[config.mk]
export PLATFORM = sky130hd
export DESIGN_NAME = processorci_top
export DESIGN_NICKNAME = d
export VERILOG_FILES = /design/src/common/core_pkg.sv /design/src/hw/core/core_alu.sv /design/src/hw/core/core_ctrl.sv /design/src/hw/core/core_regfile.sv /design/src/hw/core/tiny_core.sv /design/src/hw/processorci_top.sv /design/src/hw/wb_master.sv
export VERILOG_INCLUDE_DIRS = /design/src /design/src/common
export SDC_FILE = /design/constraint.sdc
export NUM_CORES = 1
export LEC_CHECK = 0
export ABC_AREA = 1
export CELL_PAD_IN_SITES_DETAIL_PLACEMENT = 0
export CELL_PAD_IN_SITES_GLOBAL_PLACEMENT = 1
export CORE_ASPECT_RATIO = 0.5
export CORE_MARGIN = 3
export CORE_UTILIZATION = 48
export CTS_CLUSTER_SIZE = 14
export DETAILED_ROUTE_END_ITERATION = 10
export DONT_BUFFER_PORTS = 1
export PLACE_DENSITY = 0.9
export SETUP_SLACK_MARGIN = 0.5
export SLEW_MARGIN = 20
export SYNTH_ARGS = -nofsm -noshare
export SYNTH_HDL_FRONTEND = slang
export SYNTH_SLANG_ARGS = --single-unit
[constraint.sdc]
create_clock -name sys_clk -period 7.2 [get_ports sys_clk]
set_input_delay 1.44 -clock sys_clk [delete_from_list [all_inputs] [get_ports sys_clk]]
set_output_delay 1.44 -clock sys_clk [all_outputs]
set_load 0.01 [all_outputs]
[src/common/core_consts.svh]
`ifndef CORE_CONSTS_SVH
`define CORE_CONSTS_SVH

// First fetch address once reset is released
`define CORE_RESET_PC 32'h0000_0000

// Register file depth, r0 included
`define CORE_NUM_REGS 8

// Wishbone address and data width, also the core's datapath width
`define CORE_BUS_W 32

`endif

[src/common/core_pkg.sv]
`default_nettype none

`include "core_consts.svh"

package core_pkg;

    typedef enum logic [3:0] {
        OP_ALU  = 4'h0,  // Register-register operation
        OP_ADDI = 4'h1,
        OP_LW   = 4'h2,
        OP_SW   = 4'h3,
        OP_BEQ  = 4'h4   // Compares rd with rs1
    } opcode_e;

    typedef enum logic [2:0] {
        ALU_ADD = 3'd0,
        ALU_SUB = 3'd1,
        ALU_AND = 3'd2,
        ALU_OR  = 3'd3,
        ALU_XOR = 3'd4,
        ALU_SLL = 3'd5,
        ALU_SRL = 3'd6
    } alu_op_e;

    // Register format
    typedef struct packed {
        opcode_e     opcode;
        logic [2:0]  rd;
        logic [2:0]  rs1;
        logic [2:0]  rs2;
        logic [15:0] rsvd;
        alu_op_e     funct;
    } r_fmt_t;

    // Immediate format used by ADDI, LW, SW and BEQ
    typedef struct packed {
        opcode_e            opcode;
        logic [2:0]         rd;
        logic [2:0]         rs1;
        logic [5:0]         rsvd;
        logic signed [15:0] imm;
    } i_fmt_t;

    typedef union packed {
        r_fmt_t r;
        i_fmt_t i;
    } instr_t;

    typedef struct packed {
        logic                   valid;  // Held until done
        logic                   we;
        logic [`CORE_BUS_W-1:0] addr;
        logic [`CORE_BUS_W-1:0] wdata;
    } wb_req_t;

    typedef struct packed {
        logic                   done;   // Single cycle
        logic [`CORE_BUS_W-1:0] rdata;
    } wb_rsp_t;

endpackage

`default_nettype wire

[src/hw/core/core_alu.sv]
`timescale 1ns/1ns
`default_nettype none

`include "core_consts.svh"

module core_alu (
    input  core_pkg::alu_op_e      op_i,
    input  logic [`CORE_BUS_W-1:0] a_i,
    input  logic [`CORE_BUS_W-1:0] b_i,
    output logic [`CORE_BUS_W-1:0] result_o
);
    import core_pkg::*;

    logic [4:0] shamt;

    assign shamt = b_i[4:0];  // Shift amount from low bits only

    always_comb begin
        case (op_i)
            ALU_ADD: result_o = a_i + b_i;  // Also ADDI and address generation
            ALU_SUB: result_o = a_i - b_i;
            ALU_AND: result_o = a_i & b_i;
            ALU_OR:  result_o = a_i | b_i;
            ALU_XOR: result_o = a_i ^ b_i;
            ALU_SLL: result_o = a_i << shamt;
            ALU_SRL: result_o = a_i >> shamt;  // Logical shift with zero fill
            default: result_o = '0;
        endcase
    end

endmodule

`default_nettype wire

[src/hw/core/core_ctrl.sv]
`timescale 1ns/1ns
`default_nettype none

`include "core_consts.svh"

module core_ctrl (
    input  logic                   sys_clk,
    input  logic                   reset_i,
    input  core_pkg::wb_rsp_t      rsp_i,
    input  logic [`CORE_BUS_W-1:0] rs1_data_i,
    input  logic [`CORE_BUS_W-1:0] rs2_data_i,
    input  logic [`CORE_BUS_W-1:0] alu_result_i,
    output core_pkg::wb_req_t      req_o,
    output logic [2:0]             rs1_o,
    output logic [2:0]             rs2_o,
    output logic [2:0]             rd_o,
    output logic                   wr_en_o,
    output logic [`CORE_BUS_W-1:0] wr_data_o,
    output core_pkg::alu_op_e      alu_op_o,
    output logic [`CORE_BUS_W-1:0] alu_b_o
);
    import core_pkg::*;

    typedef enum logic [1:0] {
        FETCH = 2'd0,
        EXEC  = 2'd1,
        MEM   = 2'd2
    } state_e;

    state_e                 state_q;
    logic [`CORE_BUS_W-1:0] pc_q;
    logic                   bubble_q;  // Keeps valid low for a cycle after each reply
    instr_t                 instr_q;
    opcode_e                opcode;
    logic [`CORE_BUS_W-1:0] imm_ext;
    logic                   is_mem_op;
    logic                   take_branch;

    // Opcode sits in the same bits for both views
    assign opcode    = instr_q.r.opcode;
    assign imm_ext   = {{(`CORE_BUS_W-16){instr_q.i.imm[15]}}, instr_q.i.imm};
    assign is_mem_op = (opcode == OP_LW) || (opcode == OP_SW);

    // Second read port fetches rd for store data and the BEQ compare
    assign rs1_o = instr_q.r.rs1;
    assign rs2_o = (opcode == OP_ALU) ? instr_q.r.rs2 : instr_q.i.rd;
    assign rd_o  = instr_q.r.rd;

    assign alu_op_o = (opcode == OP_ALU) ? instr_q.r.funct : ALU_ADD;
    assign alu_b_o  = (opcode == OP_ALU) ? rs2_data_i : imm_ext;

    assign take_branch = (opcode == OP_BEQ) && (rs2_data_i == rs1_data_i);

    // Writeback selection
    always_comb begin
        wr_en_o   = 1'b0;
        wr_data_o = alu_result_i;
        if ((state_q == EXEC) && ((opcode == OP_ALU) || (opcode == OP_ADDI))) begin
            wr_en_o = 1'b1;
        end else if ((state_q == MEM) && (opcode == OP_LW) && rsp_i.done) begin
            wr_en_o   = 1'b1;
            wr_data_o = rsp_i.rdata;  // Sampled in the ack cycle
        end
    end

    // Bus request fields stay put while the state holds
    always_comb begin
        req_o.valid = ((state_q == FETCH) || (state_q == MEM)) && !bubble_q;
        req_o.we    = (state_q == MEM) && (opcode == OP_SW);
        req_o.addr  = (state_q == FETCH) ? pc_q : alu_result_i;
        req_o.wdata = rs2_data_i;
    end

    always_ff @(posedge sys_clk) begin
        if (reset_i) begin
            state_q  <= FETCH;
            pc_q     <= `CORE_RESET_PC;
            bubble_q <= 1'b1;
        end else begin
            bubble_q <= rsp_i.done;
            case (state_q)
                FETCH: begin
                    if (rsp_i.done) begin
                        state_q <= EXEC;
                    end
                end
                EXEC: begin
                    if (is_mem_op) begin
                        state_q <= MEM;
                    end else begin
                        state_q <= FETCH;
                        pc_q    <= take_branch ? (pc_q + 32'd4 + (imm_ext << 2))
                                               : (pc_q + 32'd4);
                    end
                end
                MEM: begin
                    if (rsp_i.done) begin
                        state_q <= FETCH;
                        pc_q    <= pc_q + 32'd4;
                    end
                end
                default: state_q <= FETCH;
            endcase
        end
    end

    // Instruction register
    always_ff @(posedge sys_clk) begin
        if ((state_q == FETCH) && rsp_i.done) begin
            instr_q <= instr_t'(rsp_i.rdata);
        end
    end

endmodule

`default_nettype wire

[src/hw/core/core_regfile.sv]
`timescale 1ns/1ns
`default_nettype none

`include "core_consts.svh"

module core_regfile (
    input  logic                   sys_clk,
    input  logic                   reset_i,
    input  logic [2:0]             rs1_i,
    input  logic [2:0]             rs2_i,
    input  logic [2:0]             rd_i,
    input  logic                   wr_en_i,
    input  logic [`CORE_BUS_W-1:0] wr_data_i,
    output logic [`CORE_BUS_W-1:0] rs1_data_o,
    output logic [`CORE_BUS_W-1:0] rs2_data_o
);

    logic [`CORE_BUS_W-1:0] regs_q [`CORE_NUM_REGS];

    always_ff @(posedge sys_clk) begin
        if (reset_i) begin
            for (int i = 0; i < `CORE_NUM_REGS; i++) begin
                regs_q[i] <= '0;
            end
        end else if (wr_en_i && (rd_i != 3'd0)) begin  // r0 never written
            regs_q[rd_i] <= wr_data_i;
        end
    end

    // Asynchronous reads
    assign rs1_data_o = regs_q[rs1_i];
    assign rs2_data_o = regs_q[rs2_i];

endmodule

`default_nettype wire

[src/hw/core/tiny_core.sv]
`timescale 1ns/1ns
`default_nettype none

`include "core_consts.svh"

module tiny_core (
    input  logic              sys_clk,
    input  logic              reset_i,
    input  core_pkg::wb_rsp_t rsp_i,
    output core_pkg::wb_req_t req_o
);
    import core_pkg::*;

    logic [2:0]             rs1;
    logic [2:0]             rs2;
    logic [2:0]             rd;
    logic                   wr_en;
    logic [`CORE_BUS_W-1:0] wr_data;
    logic [`CORE_BUS_W-1:0] rs1_data;
    logic [`CORE_BUS_W-1:0] rs2_data;
    logic [`CORE_BUS_W-1:0] alu_b;      // Register or immediate chosen by the controller
    logic [`CORE_BUS_W-1:0] alu_result;
    alu_op_e                alu_op;

    core_ctrl u_ctrl (
        .sys_clk      (sys_clk),
        .reset_i      (reset_i),
        .rsp_i        (rsp_i),
        .rs1_data_i   (rs1_data),
        .rs2_data_i   (rs2_data),
        .alu_result_i (alu_result),
        .req_o        (req_o),
        .rs1_o        (rs1),
        .rs2_o        (rs2),
        .rd_o         (rd),
        .wr_en_o      (wr_en),
        .wr_data_o    (wr_data),
        .alu_op_o     (alu_op),
        .alu_b_o      (alu_b)
    );

    core_regfile u_regfile (
        .sys_clk    (sys_clk),
        .reset_i    (reset_i),
        .rs1_i      (rs1),
        .rs2_i      (rs2),
        .rd_i       (rd),
        .wr_en_i    (wr_en),
        .wr_data_i  (wr_data),
        .rs1_data_o (rs1_data),
        .rs2_data_o (rs2_data)
    );

    // First operand is always rs1
    core_alu u_alu (
        .op_i     (alu_op),
        .a_i      (rs1_data),
        .b_i      (alu_b),
        .result_o (alu_result)
    );

endmodule

`default_nettype wire

[src/hw/processorci_top.sv]
`timescale 1ns/1ns
`default_nettype none

`include "core_consts.svh"

module processorci_top (
    input  logic                   sys_clk,          // System clock
    input  logic                   reset_i,

    output logic                   core_cyc_o,       // Bus cycle active
    output logic                   core_stb_o,
    output logic                   core_we_o,        // High for a write
    output logic [`CORE_BUS_W-1:0] core_addr_o,
    output logic [`CORE_BUS_W-1:0] core_data_out_o,  // Write data
    input  logic [`CORE_BUS_W-1:0] core_data_in_i,   // Read data
    input  logic                   core_ack_i
);
    import core_pkg::*;

    wb_req_t core_req;
    wb_rsp_t core_rsp;

    tiny_core u_core (
        .sys_clk (sys_clk),
        .reset_i (reset_i),
        .rsp_i   (core_rsp),
        .req_o   (core_req)
    );

    wb_master u_wb_master (
        .sys_clk         (sys_clk),
        .reset_i         (reset_i),
        .req_i           (core_req),
        .rsp_o           (core_rsp),
        .core_cyc_o      (core_cyc_o),
        .core_stb_o      (core_stb_o),
        .core_we_o       (core_we_o),
        .core_addr_o     (core_addr_o),
        .core_data_out_o (core_data_out_o),
        .core_data_in_i  (core_data_in_i),
        .core_ack_i      (core_ack_i)
    );

endmodule

`default_nettype wire

[src/hw/wb_master.sv]
`timescale 1ns/1ns
`default_nettype none

`include "core_consts.svh"

module wb_master (
    input  logic                   sys_clk,
    input  logic                   reset_i,
    input  core_pkg::wb_req_t      req_i,
    output core_pkg::wb_rsp_t      rsp_o,
    output logic                   core_cyc_o,
    output logic                   core_stb_o,
    output logic                   core_we_o,
    output logic [`CORE_BUS_W-1:0] core_addr_o,
    output logic [`CORE_BUS_W-1:0] core_data_out_o,
    input  logic [`CORE_BUS_W-1:0] core_data_in_i,
    input  logic                   core_ack_i
);

    logic                   busy_q;   // Cycle in progress
    logic                   we_q;
    logic [`CORE_BUS_W-1:0] addr_q;
    logic [`CORE_BUS_W-1:0] wdata_q;
    logic                   accept;

    // Only an idle master takes a new request
    assign accept = !busy_q && req_i.valid;

    always_ff @(posedge sys_clk) begin
        if (reset_i) begin
            busy_q <= 1'b0;
            we_q   <= 1'b0;
        end else if (accept) begin
            busy_q <= 1'b1;
            we_q   <= req_i.we;
        end else if (busy_q && core_ack_i) begin
            busy_q <= 1'b0;
            we_q   <= 1'b0;
        end
    end

    always_ff @(posedge sys_clk) begin
        if (accept) begin
            addr_q  <= req_i.addr;
            wdata_q <= req_i.wdata;
        end
    end

    assign core_cyc_o      = busy_q;
    assign core_stb_o      = busy_q;  // Single transfer per cycle
    assign core_we_o       = we_q;
    assign core_addr_o     = addr_q;
    assign core_data_out_o = wdata_q;

    // Reply in the ack cycle itself
    assign rsp_o.done  = busy_q && core_ack_i;
    assign rsp_o.rdata = core_data_in_i;

endmodule

`default_nettype wire
# Word level (Yosys, flattened, before mapping)
# Memory sizes are Yosys's and may differ from the RTL's. A register that Yosys moved wholly into a read port is not among the register bits.
# Index checks and enable logic that the tools add are counted.
[totals]
ff_bits = 133
ram_bits = 256
input_bits = 35
wordCells = 87
n_memories = 1
[op_classes]
n_addsub = 4
eq_ne = 16
shifts = 2
muxes = 29
bitwise = 3
reduce_logical = 24
[memory_table]
columns = ["name", "words", "width", "read_ports", "rd_clocked_by_memory_dff", "wr", "line_no", "text"]
rows = [
  ["u_core.u_regfile.regs_q", 8, 32, 2, 1, 8, "core_regfile.sv:18", "logic [`CORE_BUS_W-1:0] regs_q [`CORE_NUM_REGS];"],
]
[op_table]
columns = ["op", "count"]
rows = [
  ["$mux 32", 8],
  ["$pmux 32 s7", 1],
  ["$add 32x32->32", 2],
  ["$pmux 32 s2", 1],
  ["$add 32x3->32 const B", 1],
  ["$and 32x32->32", 1],
  ["$eq 32x32->1", 1],
  ["$or 32x32->32", 1],
  ["$reduce_or 32->1", 1],
  ["$shl 32x5->32", 1],
  ["$shr 32x5->32", 1],
  ["$sub 32x32->32", 1],
  ["$xor 32x32->32", 1],
  ["$mux 3", 4],
  ["$mux 1", 11],
  ["$logic_and 1x1->1", 10],
  ["$eq 3x3->1 const B", 3],
  ["$eq 4x2->1 const B", 2],
  ["$eq 3x2->1 const B", 2],
  ["$mux 2", 3],
  ["$ne 2x2->1 const B", 3],
  ["$pmux 2 s3", 1],
  ["$eq 4x1->1 const B", 1],
  ["$eq 4x3->1 const B", 1],
  ["12 further kinds", 16],
]

# Logic depth before layout (Yosys ltp)
[logic_depth]
depth_word = 11
ltp_mapped = 37
depth_no_buf = 34

# Cells and area by module
# A second synthesis with hierarchy kept.
[hier_totals]
cells_unflattened = 4952
area_unflattened_um2 = 32591.3
[modules_own_cells]
columns = ["module", "instances", "cells_each", "area_each_um2"]
rows = [
  ["core_regfile", 1, 2006, 14904.3],
  ["core_alu", 1, 1661, 8287.9],
  ["core_ctrl", 1, 1173, 7134.3],
  ["wb_master", 1, 112, 2264.7],
]

# Worst setup path before layout
# No wires, ideal clock.
[synth_path]
kind = "register to register"
startpoint = "reg u_wb_master.busy_q, in the netlist u_wb_master.core_cyc_o"
endpoint = "reg u_wb_master.we_q, in the netlist u_wb_master.core_we_o"
setup_ns = 0.082
arrival_time_ns = 5.412
path_slack_ns = 1.706
stages_incl_launch_ff = 4
path_cell_list = "dfxtp_1 -> nor3_1 -> nand4_1 -> a21oi_1"
[synth_via]
elab_chain_cells = 3
word_cells_on_any_way = 5
cone_classes = "1 x mux; 4 x reduce/logical"
[synth_rtl]
columns = ["item", "line_no", "text"]
rows = [
  ["start: declaration", "wb_master.sv:20", "logic busy_q;"],
  ["start signal: assignment", "wb_master.sv:31", "busy_q <= 1'b0;"],
  ["start signal: assignment", "wb_master.sv:34", "busy_q <= 1'b1;"],
  ["start signal: assignment", "wb_master.sv:37", "busy_q <= 1'b0;"],
  ["$logic_not 1->1 (*)", "wb_master.sv:27", "assign accept = !busy_q && req_i.valid;"],
  ["$logic_and 1x1->1 (*)", "wb_master.sv:27", ""],
  ["via u_wb_master.accept", "wb_master.sv:24", "logic accept;"],
  ["$mux 1 / $reduce_bool 2->1 (equally long branches)", "n/a", ""],
  ["end signal: assignment", "wb_master.sv:35", "we_q <= req_i.we;"],
  ["end: declaration", "wb_master.sv:21", "logic we_q;"],
]
# Mark *: on every way through the listed nets, which the timed path passes. The rest lies on a longest branch.
# A chain may end at the register's enable or synchronous reset.

==> results by group <==
Run status
  – Status: complete, no violations

Clock network
  – Root buffer selected by CTS: clkbuf_16
  – Latest clock arrival within the worst-skew pair: 0.62 ns
  – Clock Sinks: 387
  – Bufs on Longest Clock Path: 3
  – Hold bufs inserted after CTS: 0
  – CTS Buf Count: 39
  – Clk pin slew, worst setup/hold paths: 0.07 ns
  – H-tree depth: 2
  – CTS tree: built

Route
  – Avg Vias per Cell: 6.14
  – DRT antenna net count: 0
  – Initial DRC Count: 4839
  – Post-Route WL: 141000 um
  – Drt drc: 0
  – Vias post-DR: 31408
  – DRT Pass-1 Iters: 7
  – WL/cell: 27.5 um

STA
  – Endpoints failing hold: 0
  – Worst Skew: 0.0455 ns
  – Final WS setup: 0.701 ns
  – Final Slew Violations: 0
  – Final worst path period need: 6.50 ns
  – Final period utilization: 90.3%
  – Max-slew headroom: 21.2%
  – # setup viols final: 0
  – Setup TNS: 0 ns
  – Actual slew at the worst max-slew pin: 1.18 ns
  – RSZ-0062 raised after global routing: false
  – F_max: 154 MHz

Yosys
  – Main synth FF type: edfxtp_1
  – Yosys reg bits: 387
  – Synth Cell Area: 0.0302 mm^2
  – Post-synth EDFFs: 349
  – Cells after Synth: 4295
  – Synth top area cells: edfxtp_1 35%, nand2_1 14%, nand3_1 8.9%
  – Cell variety after synth: 61
  – FFs w/ async S/R, synth: 0%
  – Leading area contributor after synthesis: edfxtp_1
  – Register area share after synthesis: 37.3%
  – Mean post-synth cell area: 7.02 um^2
  – Yosys Warn Count: 0
  – Top cell type's share of synthesized area: 34.7%

Critical path
  – Crit-path leading delay family: simple AND/OR/NAND/NOR gates
  – CP max stage cell: edfxtp_1
  – Buf/Inv on CP: 7
  – CP startpoint kind: flip-flop
  – Critical Path Max Stage Delay: 0.46 ns
  – R2R depth: 32
  – Crit. End Element: flip-flop
  – Critical R2R Launch: u_core.u_ctrl.instr_q[28]$_DFFE_PP_
  – Worst reg-to-reg setup slack: 0.70 ns
  – Crit path DAT: 6.81 ns
  – CP required: 7.51 ns
  – Most common cell on crit path: nand3_1
  – Setup CP Type: flip-flop to flip-flop
  – R2r endpoint: u_core.u_regfile.regs_q[1][15]$_SDFFCE_PN0P_
  – Max Fanout on Critical Path: 13

Power and ir drop
  – Clock Power Share: 28.7%
  – Power Internal: 4220 uW
  – Sw Share: 40.7%
  – Comb pwr share: 33.9%
  – Switching Power: 2890 uW
  – PD cells: 219 mW/mm^2
  – Pleak: 0.0150 uW
  – Maximum vdd drop: 0.212 mV
  – Reg power frac: 37.5%

Place
  – Final Wtd Congestion: 1.07
  – DP Wirelength: 103000 um
  – Place WS: 0.482 ns
  – I/O Buffers: 0

Cells and area
  – Fillers: 6165
  – Post-layout util: 52.8%
  – Layout cells sized above 1: 6.20%
  – Nets: 4426
  – Area growth syn-to-layout: 7.91%

GRT
  – M2 GR Usage: 62.0%
  – Initial antenna violation count: 2
  – Global-route wire length before repair: 200000 um
  – All-Layer GR Usage: 41.6%
  – GR Layer Usage met1: 57.1%
  – Vias in the first global route: 28629
  – GRT Max-Usage Layer: met2
  – Maximum number of pins on one net before global-route repair: 120
  – Global route total overflow: 0
  – Grt met3 use: 12.7%

Worst hold path
  – Beginning of the worst hold path: u_core.u_ctrl.instr_q[23]$_DFFE_PP_
  – Min-Delay Path Class: flip-flop to flip-flop
  – Hold depth: 2

Floorplanning
  – Die Y: 183 um
  – Row count: 64
  – Ports: 102
  – Die ar.: 0.0661 mm^2
  – Die width: 360 um
  – Initial core utilization: 48.9%
  – Core ar.: 0.0617 mm^2

Flow run
  – Maxcap violations: 0
## synthesized netlist by cell type (20+ instances only)
master and n:
a31oi_1 28, o21a_1 22, nand2_1 1124, o21ai_1 37, xnor2_1 20, or2_2 26, nor3_1 31, nand3_1 538
nand4_1 31, a21oi_1 258, edfxtp_1 349, o21ai_0 223, nor2_1 453, clkbuf_1 96, dfxtp_1 38, buf_2 80
xor2_1 84, a221oi_1 21, ha_1 127, inv_1 529
## state kept, by name, summed over array words and instances, names as in the netlist, named ones only
signal / flops
u_core.u_ctrl.bubble_q: 1
u_core.u_ctrl.instr_q: 29
u_core.u_ctrl.pc_q: 30
u_core.u_ctrl.state_q: 2
u_core.u_regfile.regs_q: 256
u_wb_master.core_addr_o: 32
u_wb_master.core_cyc_o: 1
u_wb_master.core_data_out_o: 32
u_wb_master.core_we_o: 1
## cells in the final DEF, fill, tap and decap left out, drive strengths merged, types with 38 or more instances in the layout
master / netlist / routed
nand2: 1140 / 1140
buf: 118 / 109
dfxtp: 38 / 38
nand3: 543 / 543
inv: 536 / 536
nor2: 462 / 462
ha: 127 / 127
edfxtp: 349 / 349
a21oi: 258 / 258
clkbuf: 96 / 45
xor2: 84 / 84
o21ai: 268 / 268
## final cells by class
class | count | area, um^2 | area share [%]
flip-flops and latches | 387 | 11200 | 34.6
repair buffers | 109 | 926 | 2.84
diodes | 1 | 2.50 | 0.00769
inverters | 539 | 2030 | 6.22
clock inverters | 24 | 196 | 0.604
clock buffers | 45 | 998 | 3.07
well taps | 825 | 1030 | 3.17
multi-input cells | 3186 | 16100 | 49.5
## worst register-to-register path: cells and delay by family (launching register included)
kind / cells / cell delay [ns]
xor+xnor: 2 / 0.30
compound gates: 6 / 1.29
fa+ha+maj: 1 / 0.39
flops: 1 / 0.46
buf+inv: 7 / 1.19
simple gates: 16 / 2.59
## cell families after synthesis
logic type	after synthesis	share of synthesized area, %
xor+xnor	104	3.02
compound gates	661	12.4
flops	387	37.3
simple gates	2260	31.8
fa+ha+maj	129	5.40
buf+inv	753	10.1
other cells	1	0.0124
## repair_timing
action | in CTS | in global routing
endpoints found under the setup margin | 7 | 117
setup buffers | 0 | 6
gates resized for setup | 1 | 21
pin swaps | 0 | 2
## power groups by stage
| stage | Combinational (uW) | Clock [uW] | Sequential [uW] |
|---|---|---|---|
| floorplan | 1290 | 0 | 2680 |
| global placement | 2240 | 0 | 2710 |
| detailed placement | 2240 | 0 | 2710 |
| CTS | 2250 | 2050 | 2660 |
| global route | 2520 | 2150 | 2670 |
| finish | 2410 | 2040 | 2670 |
## through the flow
step           power (uW)  instances  hold slack, ns  instance area, um^2
2_1_floorplan        3970       4326           0.422                30300
3_3_place_gp         4950       5040           0.428                31200
3_5_place_dp         4950       5040           0.452                31200
4_1_cts              6960       5109           0.456                32400
5_1_grt              7340       5115           0.491                32500
6_report             7110       5116           0.460                32500
## routing by layer
layer,up-vias,wire [um]
met1,14867,56100
met2,2141,58700
met4,4,5940
met5,-,21
met3,324,19900
li1,14072,-
## worst max path at each step
stage / from / endpoint / slack [ns] / depth (start not counted)
final: u_core.u_ctrl.instr_q[28]$_DFFE_PP_ / u_core.u_regfile.regs_q[1][15]$_SDFFCE_PN0P_ / 0.70 / 32
after global routing: u_core.u_ctrl.instr_q[28]$_DFFE_PP_ / u_core.u_regfile.regs_q[7][13]$_SDFFCE_PN0P_ / 0.49 / 32
after CTS: u_core.u_ctrl.instr_q[28]$_DFFE_PP_ / u_core.u_regfile.regs_q[3][19]$_SDFFCE_PN0P_ / 0.58 / 32
after detailed placement: u_core.u_ctrl.instr_q[28]$_DFFE_PP_ / u_core.u_regfile.regs_q[4][19]$_SDFFCE_PN0P_ / 0.48 / 32
after global placement: u_core.u_ctrl.instr_q[28]$_DFFE_PP_ / u_core.u_regfile.regs_q[3][19]$_SDFFCE_PN0P_ / 0.50 / 32
after floorplan: u_wb_master.core_cyc_o$_SDFFE_PP0P_ / u_wb_master.core_we_o$_SDFFE_PP0P_ / 1.71 / 3
No activity file was read; power rests on OpenSTA's default activity.
